`src/serdes_pkg.sv`:
```
`default_nettype none

package serdes_pkg;

    // default parallel word width
    localparam int WORD_BITS = 8;

    // training word, no rotation of it equals itself
    localparam logic [WORD_BITS-1:0] TRAIN_PATTERN = 8'hB4;

    // consecutive training matches before lock
    localparam int LOCK_MATCHES = 4;

    // words ignored after a bitslip while the boundary settles
    localparam int SLIP_SETTLE_WORDS = 2;

    // link reset held this many cycles after RST falls
    localparam int RST_STRETCH = 4;

    // calibration countdown before rdy
    localparam int CAL_CYCLES = 32;

endpackage

`default_nettype wire

```
`src/serdes_deserializer.sv`:
```
`default_nettype none

module serdes_deserializer #(
    parameter int DATA_WIDTH = serdes_pkg::WORD_BITS
) (
    input  wire                   CLKDIV,
    input  wire                   link_rst,
    input  wire                   dly_dat,
    input  wire                   slip,
    output logic [DATA_WIDTH-1:0] rx_word,
    output logic                  rx_stb
);

    localparam int               CNT_W    = $clog2(DATA_WIDTH);
    localparam logic [CNT_W-1:0] LAST_BIT = CNT_W'(DATA_WIDTH - 1);

    logic [CNT_W-1:0]      bit_cnt;
    logic [DATA_WIDTH-1:0] shreg;
    logic [DATA_WIDTH-1:0] next_shreg;
    logic                  wrap;

    // new bits enter at the top so the oldest ends up in bit 0
    assign next_shreg = {dly_dat, shreg[DATA_WIDTH-1:1]};
    assign wrap       = (bit_cnt == LAST_BIT) && !slip;

    always_ff @(posedge CLKDIV) begin
        shreg <= next_shreg;
    end

    // slip holds the counter one cycle, moving the boundary one bit
    always_ff @(posedge CLKDIV) begin
        if (link_rst) begin
            bit_cnt <= '0;
        end else if (slip) begin
            bit_cnt <= bit_cnt;
        end else if (wrap) begin
            bit_cnt <= '0;
        end else begin
            bit_cnt <= bit_cnt + 1'b1;
        end
    end

    always_ff @(posedge CLKDIV) begin
        if (link_rst) begin
            rx_stb <= 1'b0;
        end else begin
            rx_stb <= wrap;
        end
    end

    always_ff @(posedge CLKDIV) begin
        if (wrap) begin
            rx_word <= next_shreg;
        end
    end

    // aligner answers a word one cycle late, never on the strobe itself
    a_slip_vs_stb: assert property (
        @(posedge CLKDIV) disable iff (link_rst)
        slip |-> !rx_stb
    );

endmodule

`default_nettype wire

```
`src/serdes_in_delay.sv`:
```
`default_nettype none

module serdes_in_delay #(
    parameter int DELAY_TAPS = 16
) (
    input  wire  CLKDIV,
    input  wire  link_rst,
    input  wire  i_dat,
    output logic dly_dat
);

    logic [DELAY_TAPS-1:0] taps;

    // fixed tap chain, one cycle per tap
    always_ff @(posedge CLKDIV) begin
        if (link_rst) begin
            taps <= '0;
        end else begin
            taps <= {taps[DELAY_TAPS-2:0], i_dat};
        end
    end

    assign dly_dat = taps[DELAY_TAPS-1];

endmodule

`default_nettype wire

```
`src/serdes_link.sv`:
```
`default_nettype none

module serdes_link #(
    parameter int DATA_WIDTH = serdes_pkg::WORD_BITS,
    parameter int DELAY_TAPS = 16
) (
    input  wire                   CLKDIV,
    input  wire                   RST,
    input  wire  [DATA_WIDTH-1:0] tx_data,
    output logic                  tx_stb,
    output logic                  o_dat,
    input  wire                   i_dat,
    output logic [DATA_WIDTH-1:0] rx_data,
    output logic                  rx_valid,
    output logic                  locked,
    output logic                  rdy
);

    logic                  link_rst;
    logic                  dly_dat;
    logic [DATA_WIDTH-1:0] rx_word;
    logic                  rx_stb;
    logic                  slip;

    serdes_reset_seq u_reset_seq (
        .CLKDIV   (CLKDIV),
        .RST      (RST),
        .link_rst (link_rst),
        .rdy      (rdy)
    );

    serdes_serializer #(.DATA_WIDTH(DATA_WIDTH)) u_serializer (
        .CLKDIV   (CLKDIV),
        .link_rst (link_rst),
        .locked   (locked),
        .tx_data  (tx_data),
        .tx_stb   (tx_stb),
        .o_dat    (o_dat)
    );

    serdes_in_delay #(.DELAY_TAPS(DELAY_TAPS)) u_in_delay (
        .CLKDIV   (CLKDIV),
        .link_rst (link_rst),
        .i_dat    (i_dat),
        .dly_dat  (dly_dat)
    );

    serdes_deserializer #(.DATA_WIDTH(DATA_WIDTH)) u_deserializer (
        .CLKDIV   (CLKDIV),
        .link_rst (link_rst),
        .dly_dat  (dly_dat),
        .slip     (slip),
        .rx_word  (rx_word),
        .rx_stb   (rx_stb)
    );

    serdes_word_align #(.DATA_WIDTH(DATA_WIDTH)) u_word_align (
        .CLKDIV   (CLKDIV),
        .link_rst (link_rst),
        .rx_word  (rx_word),
        .rx_stb   (rx_stb),
        .slip     (slip),
        .locked   (locked)
    );

    // received words count only after training
    assign rx_data  = rx_word;
    assign rx_valid = rx_stb && locked;

endmodule

`default_nettype wire

```
`src/serdes_reset_seq.sv`:
```
`default_nettype none

module serdes_reset_seq (
    input  wire  CLKDIV,
    input  wire  RST,
    output logic link_rst,
    output logic rdy
);

    import serdes_pkg::*;

    localparam int STRETCH_W = $clog2(RST_STRETCH + 1);
    localparam int CAL_W     = $clog2(CAL_CYCLES + 1);

    logic [STRETCH_W-1:0] stretch_cnt;
    logic [CAL_W-1:0]     cal_cnt;

    // stretch the link reset past the falling edge of RST
    always_ff @(posedge CLKDIV) begin
        if (RST) begin
            stretch_cnt <= STRETCH_W'(RST_STRETCH);
            link_rst    <= 1'b1;
        end else if (stretch_cnt != '0) begin
            stretch_cnt <= stretch_cnt - 1'b1;
            link_rst    <= 1'b1;
        end else begin
            link_rst <= 1'b0;
        end
    end

    // calibration countdown, restarts whenever the link is in reset
    always_ff @(posedge CLKDIV) begin
        if (RST || link_rst) begin
            cal_cnt <= CAL_W'(CAL_CYCLES);
            rdy     <= 1'b0;
        end else if (cal_cnt != '0) begin
            cal_cnt <= cal_cnt - 1'b1;
            rdy     <= (cal_cnt == CAL_W'(1));
        end
    end

    // ready only once the stretched reset is over
    a_rdy_after_rst: assert property (
        @(posedge CLKDIV) disable iff (RST)
        link_rst |-> !rdy
    );

endmodule

`default_nettype wire

```
`src/serdes_serializer.sv`:
```
`default_nettype none

module serdes_serializer #(
    parameter int DATA_WIDTH = serdes_pkg::WORD_BITS
) (
    input  wire                   CLKDIV,
    input  wire                   link_rst,
    input  wire                   locked,
    input  wire  [DATA_WIDTH-1:0] tx_data,
    output logic                  tx_stb,
    output logic                  o_dat
);

    import serdes_pkg::*;

    localparam int                    CNT_W      = $clog2(DATA_WIDTH);
    localparam logic [CNT_W-1:0]      LAST_BIT   = CNT_W'(DATA_WIDTH - 1);
    localparam logic [DATA_WIDTH-1:0] TRAIN_WORD = DATA_WIDTH'(TRAIN_PATTERN);

    logic [CNT_W-1:0]      bit_cnt;
    logic [DATA_WIDTH-1:0] shreg;
    logic                  load;

    // load on the last bit slot, so the first edge after reset loads
    assign load   = (bit_cnt == LAST_BIT);
    assign tx_stb = load && locked;

    // lsb goes out first
    assign o_dat = shreg[0];

    always_ff @(posedge CLKDIV) begin
        if (link_rst) begin
            bit_cnt <= LAST_BIT;
        end else if (load) begin
            bit_cnt <= '0;
        end else begin
            bit_cnt <= bit_cnt + 1'b1;
        end
    end

    // line stays quiet in reset
    always_ff @(posedge CLKDIV) begin
        if (link_rst) begin
            shreg <= '0;
        end else if (load) begin
            shreg <= locked ? tx_data : TRAIN_WORD;
        end else begin
            shreg <= shreg >> 1;
        end
    end

    // while locked the strobe recurs once per word
    a_stb_period: assert property (
        @(posedge CLKDIV) disable iff (link_rst)
        (locked && $past(tx_stb, DATA_WIDTH)) |-> tx_stb
    );

endmodule

`default_nettype wire

```
`src/serdes_word_align.sv`:
```
`default_nettype none

module serdes_word_align #(
    parameter int DATA_WIDTH = serdes_pkg::WORD_BITS
) (
    input  wire                   CLKDIV,
    input  wire                   link_rst,
    input  wire  [DATA_WIDTH-1:0] rx_word,
    input  wire                   rx_stb,
    output logic                  slip,
    output logic                  locked
);

    import serdes_pkg::*;

    localparam int                    MATCH_W    = $clog2(LOCK_MATCHES);
    localparam int                    SETTLE_W   = $clog2(SLIP_SETTLE_WORDS + 1);
    localparam logic [DATA_WIDTH-1:0] TRAIN_WORD = DATA_WIDTH'(TRAIN_PATTERN);

    logic [MATCH_W-1:0]  match_cnt;
    logic [SETTLE_W-1:0] settle_cnt;
    logic                is_train;

    assign is_train = (rx_word == TRAIN_WORD);

    always_ff @(posedge CLKDIV) begin
        if (link_rst) begin
            match_cnt  <= '0;
            settle_cnt <= '0;
            slip       <= 1'b0;
            locked     <= 1'b0;
        end else begin
            // slip is a single cycle pulse
            slip <= 1'b0;
            if (rx_stb && !locked) begin
                if (settle_cnt != '0) begin
                    // boundary still moving after the last slip
                    settle_cnt <= settle_cnt - 1'b1;
                end else if (is_train) begin
                    if (match_cnt == MATCH_W'(LOCK_MATCHES - 1)) begin
                        locked <= 1'b1;
                    end else begin
                        match_cnt <= match_cnt + 1'b1;
                    end
                end else begin
                    slip       <= 1'b1;
                    match_cnt  <= '0;
                    settle_cnt <= SETTLE_W'(SLIP_SETTLE_WORDS);
                end
            end
        end
    end

    // lock is sticky, so the boundary never moves once data flows
    a_no_slip_locked: assert property (
        @(posedge CLKDIV) disable iff (link_rst)
        locked |-> !slip
    );

endmodule

`default_nettype wire

```
`config.mk`:
```
export PLATFORM = sky130hd
export DESIGN_NAME = serdes_link
export DESIGN_NICKNAME = d
export VERILOG_FILES = /design/src/serdes_pkg.sv /design/src/serdes_deserializer.sv /design/src/serdes_in_delay.sv /design/src/serdes_link.sv /design/src/serdes_reset_seq.sv /design/src/serdes_serializer.sv /design/src/serdes_word_align.sv
export SDC_FILE = /design/constraint.sdc
export NUM_CORES = 1
export LEC_CHECK = 0
export ABC_AREA = 1
export BUFFER_PORTS_ARGS = -buffer_cell sky130_fd_sc_hd__clkbuf_2
export CORE_MARGIN = 10
export CORE_UTILIZATION = 50
export DETAILED_ROUTE_END_ITERATION = 7
export GPL_TIMING_DRIVEN = 0
export PLACE_DENSITY_LB_ADDON = 0.15
export SYNTH_ARGS = -nofsm -noshare
export SYNTH_HDL_FRONTEND = slang
export SYNTH_SLANG_ARGS = --single-unit
```
`constraint.sdc`:
```
create_clock -name CLKDIV -period 2.5 [get_ports CLKDIV]
set_clock_uncertainty 0.15 [all_clocks]
set_input_delay 0.375 -clock CLKDIV [delete_from_list [all_inputs] [get_ports CLKDIV]]
set_output_delay 0.375 -clock CLKDIV [all_outputs]
set_load 0.1 [all_outputs]
```
=== Word level (Yosys, flattened, before mapping) ===
Index checks and enable logic that the tools add are counted.

* Flip-flop bits (word level): 64
* Input port bits: 11
* Output and inout bits: 13
* Logic and storage cells: 57

* Add/subtract/negate cells: 6
* Muxes and demuxes: 10
* Equality and inequality tests: 7
* Bitwise logic cells: 3
* Reductions and logical operators: 15

{| class="wikitable"
|+ Operators by type and width
! cell !! number
|-
| == test 8 bit (second input constant) || 1
|-
| 2-to-1 mux 2 bit || 4
|-
| 2-to-1 mux 8 bit || 1
|-
| 2-to-1 mux 7 bit || 1
|-
| adder 3 x 1 -> 3 bit (second input constant) || 2
|-
| == test 3 bit (second input constant) || 2
|-
| == test 6 x 1 -> 1 bit (second input constant) || 1
|-
| 2-to-1 mux 3 bit || 2
|-
| nonzero test 6 bit || 1
|-
| subtractor 6 x 1 -> 6 bit (second input constant) || 1
|-
| logical AND 1 bit || 4
|-
| inequality test 2 bit (second input constant) || 2
|-
| AND reduction 4 bit || 1
|-
| NOT 1 bit || 3
|-
| AND reduction 3 bit || 1
|-
| nonzero test 3 bit || 1
|-
| OR reduction 3 bit || 1
|-
| subtractor 3 x 1 -> 3 bit (second input constant) || 1
|-
| adder 2 x 1 -> 2 bit (second input constant) || 1
|-
| == test 2 bit (second input constant) || 1
|-
| logical NOT 1 bit || 2
|-
| 2-to-1 mux 1 bit || 2
|-
| AND reduction 2 bit || 1
|-
| nonzero test 2 bit || 1
|-
| other kinds (3) || 3
|}

=== Longest topological paths before layout ===
* Depth after elaboration: 4
* Mapped depth: 8
* Mapped depth without buffers: 8

=== By module ===
A second synthesis with hierarchy kept.

* Cell total of the unflattened synthesis: 252
* Area, all modules: 2366.0 µm²

{| class="wikitable"
|+ By module, submodules not included
! module !! instances !! cells each !! area each (µm²) !! sequential area each (µm²)
|-
| serdes_deserializer || 1 || 37 || 554.3 || 460.4
|-
| serdes_reset_seq || 1 || 66 || 525.5 || 220.2
|-
| serdes_in_delay || 1 || 50 || 474.2 || 320.3
|-
| serdes_word_align || 1 || 52 || 407.9 || 120.1
|-
| serdes_serializer || 1 || 45 || 396.6 || 220.2
|-
| serdes_link || 1 || 2 || 7.5 || 0.0
|}

=== Worst setup path after synthesis ===
No wires, ideal clock.

* Path kind: reg2out
* From: register u_word_align.locked
* To: output tx_stb
* Required time: 1.975 ns
* Path buffers: 0
* Slack: 0.063 ns
* Stages on the path, launching flop included: 3
* Arrival: 1.912 ns
* Cell sequence: dfxtp_1 nand2_1 inv_1

* Cells in the longest elaborated chain, start to end: 1

{| class="wikitable"
|+ RTL lines
! item !! line !! source
|-
| from (decl) || serdes_word_align.sv:11 || <nowiki>output logic locked</nowiki>
|-
| from (signal assigned) || serdes_word_align.sv:31 || <nowiki>locked <= 1'b0;</nowiki>
|-
| from (signal assigned) || serdes_word_align.sv:41 || <nowiki>locked <= 1'b1;</nowiki>
|-
| logical AND 1 bit || serdes_serializer.sv:26 || <nowiki>assign tx_stb = load && locked;</nowiki>
|-
| to (decl) || serdes_link.sv:10 || <nowiki>output logic tx_stb,</nowiki>
|}

No other way between the ends.

=== Final worst setup path ===
* From: register u_serializer.bit_cnt[0]
* To: output tx_stb

* Cells in the longest elaborated chain, start to end: 2

{| class="wikitable"
|+ RTL lines
! item !! line !! source
|-
| from (decl) || serdes_serializer.sv:20 || <nowiki>logic [CNT_W-1:0] bit_cnt;</nowiki>
|-
| from (signal assigned) || serdes_serializer.sv:37 || <nowiki>bit_cnt <= bit_cnt + 1'b1;</nowiki>
|-
| == test 3 bit || serdes_serializer.sv:25 || <nowiki>assign load = (bit_cnt == LAST_BIT);</nowiki>
|-
| logical AND 1 bit || serdes_serializer.sv:26 ||
|}

No other way between the ends.

==> flow_summary.json <==
{
  "status": "completed",
  "power_density_mw_per_mm2": 875,
  "startpoint_type": "register",
  "drtAntennaViolNets": 0,
  "wl_per_cell_um": 11.0,
  "worstPathRequired_ns": 1.98,
  "setup_tns_ns": 0,
  "synth_nets": 256,
  "worst_slew_pin_slew_ns": 0.692,
  "port_buffers": 23,
  "via_count": 1485,
  "drive_above_1_share_pct": 19.8,
  "routed_wl_um": 3580,
  "cp-end-kind": "primary output",
  "syn_avg_cell_area_um2": 9.71,
  "post_cts_buffers": 0,
  "switchingPower_w": 0.000571,
  "hold_viol": 0,
  "dieArea_mm2": 0.00764,
  "critPathArrivalTime_ns": 1.83,
  "nets": 290,
  "ys.flop_type": "dfxtp_1",
  "synth_cell_types": 30,
  "synth_edf_count": 8,
  "cts_num_sinks": 63,
  "crit_fanout": 7,
  "slew_headroom_pct": 53.7,
  "dp_hpwl_um": 2530,
  "firstDrtPassIters": 4,
  "hold_class": "in -> reg",
  "multi_input_area_um2": 758,
  "h-tree-depth": 3,
  "cts_tree": "done",
  "drv_slew": 0,
  "rsz0062_at_grt": "no",
  "ys_warn_count": 0,
  "grt_first_pass_wirelength_um": 6100,
  "finalSetupViolations": 0,
  "grt.total_usage_pct": 10.3,
  "ctsHoldBuffers": 0,
  "insertion_delay_ns": 0.33,
  "ys_ff_latch": 63,
  "ys_top_cells_by_area": "dfxtp_1 (48%), edfxtp_1 (11%), inv_1 (6.6%)",
  "dr.first_iter.drc_count": 73,
  "maxCapViolCount": 0,
  "seq_area_frac_synth_pct": 59.0,
  "synth_top_cell_area_share_pct": 48.5,
  "viasPerCell": 4.57,
  "cts_buffers": 9,
  "p_seq_share_pct": 48.1,
  "critPathKind": "reg -> out",
  "p_sw_share_pct": 24.6,
  "detail_route.drc_violations": 0,
  "diodes": 0,
  "yosysMostFrequentCell": "dfxtp_1",
  "period_share_pct": 94.1,
  "row_count": 24,
  "grt-ovfl-total": 0,
  "root_buffer": "clkbuf_8",
  "holdWs_ns": 0.0793,
  "coreArea_mm2": 0.00438,
  "synth.top_cells.by_count": "dfxtp_1 (55), inv_1 (40), nor2_1 (32)",
  "grt_max_degree": 11,
  "min_period_ns": 2.35,
  "synth_top_area_cell": "dfxtp_1",
  "cts.clk_slew.worst_paths_ns": 0.06,
  "async_flop_share_pct": 0,
  "area_growth_pct": 16.9,
  "clock.fmax_mhz": 425,
  "p_int_w": 0.00175,
  "die_w_um": 87.4,
  "initial_core_util_pct": 51.8,
  "pwr-share-comb_pct": 12.8,
  "power_w": 0.00232,
  "syn_inst": 234,
  "cts_buffer_depth": 2,
  "ctsResizeCount": 0,
  "first_global_vias": 1485,
  "globalplace.congestion": 0.762,
  "grt_antenna_before_repair": 0,
  "final-seq-area_mm2": 0.00134,
  "die_y_um": 87.4,
  "ir_drop_uv": 526,
  "io_pins": 24,
  "fillers": 386,
  "leakage_nw": 1.11,
  "syn_area_mm2": 0.00227,
  "pwr-share-clk_pct": 39.1
}
## path summary, 6_finish.rpt
path | start | end | slack, ns | depth (start not counted)
min reg2reg | u_deserializer.shreg[5] | u_deserializer.shreg[4] | 0.20 | 0
max | u_serializer.bit_cnt[0] | tx_stb | 0.15 | 5
min | i_dat | u_in_delay.taps[0] | 0.08 | 3
max reg2reg | u_deserializer.bit_cnt[0] | u_deserializer.rx_word[0] | 0.73 | 4
## per-stage QoR
| stage | util, % | setup slack (ns) | cell area (um2) | std cells |
|---|---|---|---|---|
| after floorplan | - | 0.0627 | 2270 | 234 |
| after detailed placement | 55.9 | 0.484 | 2450 | 309 |
| after CTS | 60.6 | 0.106 | 2660 | 325 |
| after global placement | 55.9 | 0.464 | 2450 | 309 |
| final | 60.6 | 0.147 | 2660 | 325 |
| after global routing | 60.6 | 0.0325 | 2660 | 325 |
## area by class of cell
class	instances	share of cell area, %
multi-input combinational	126	28.5
inverter	42	5.93
sequential	63	50.5
tap	52	2.45
clock buffer	11	4.95
buffer	3	0.565
clock inverter	5	2.73
timing repair buffer	23	4.33
## power groups by stage
| stage | clock network (W) | registers [W] | logic, W |
|---|---|---|---|
| after floorplan | 0 | 0.00113 | 0.000237 |
| after global placement | 0 | 0.00114 | 0.000290 |
| after detailed placement | 0 | 0.00114 | 0.000301 |
| after CTS | 0.000928 | 0.00112 | 0.000306 |
| after global routing | 0.000978 | 0.00112 | 0.000345 |
| final | 0.000908 | 0.00112 | 0.000299 |
## worst max-delay path, stage by stage (launching register included)
cell and delay, ns:
dfxtp_1 0.34, ha_1 0.16, ha_1 0.27, nand2_1 0.15, inv_1 0.14, buf_2 0.45
## cells by family (layout without fill, tap and decap cells)
group                    after synthesis  after routing  synth area share [%]
flip-flops                            63             63                  59.0
XOR/XNOR                               3              3                  1.16
buffers and inverters                 45             84                  7.60
AND/OR/NAND/NOR                       84             84                  18.7
adder cells (fa/ha/maj)               11             11                  6.06
AO/OA/AOI/OAI                         28             28                  7.49
## cells in the final DEF, fill, tap and decap left out, types with 2 or more instances in the layout
cell,count
dfxtp_1,55
inv_1,40
nor2_1,32
nand2_1,28
clkbuf_2,22
a21oi_1,15
ha_1,11
nand3_1,9
clkbuf_8,9
edfxtp_1,8
o21ai_0,5
buf_2,4
nor2_4,3
clkinv_1,3
o221a_2,3
nand3_2,2
nor2_8,2
nand2_4,2
xnor2_1,2
bufinv_16,2
clkbuf_1,2
## state kept, by name, indices dropped and copies added (netlist names), 2 cells and up
name,flops
u_reset_seq.stretch_cnt,3
u_reset_seq.cal_cnt,6
u_serializer.bit_cnt,3
u_deserializer.rx_word,8
u_deserializer.shreg,7
u_word_align.settle_cnt,2
u_in_delay.taps,16
u_deserializer.bit_cnt,3
u_serializer.shreg,8
u_word_align.match_cnt,2
## per-layer routing
metal  GRT usage [%]  wire (um)  vias up
met4            6.81         90        0
met1            11.0       1700      653
met2            16.0       1580       20
met3            4.59        202        8
li1                -          -      804
met5               0          0        -
No activity file was read; power rests on OpenSTA's default activity.
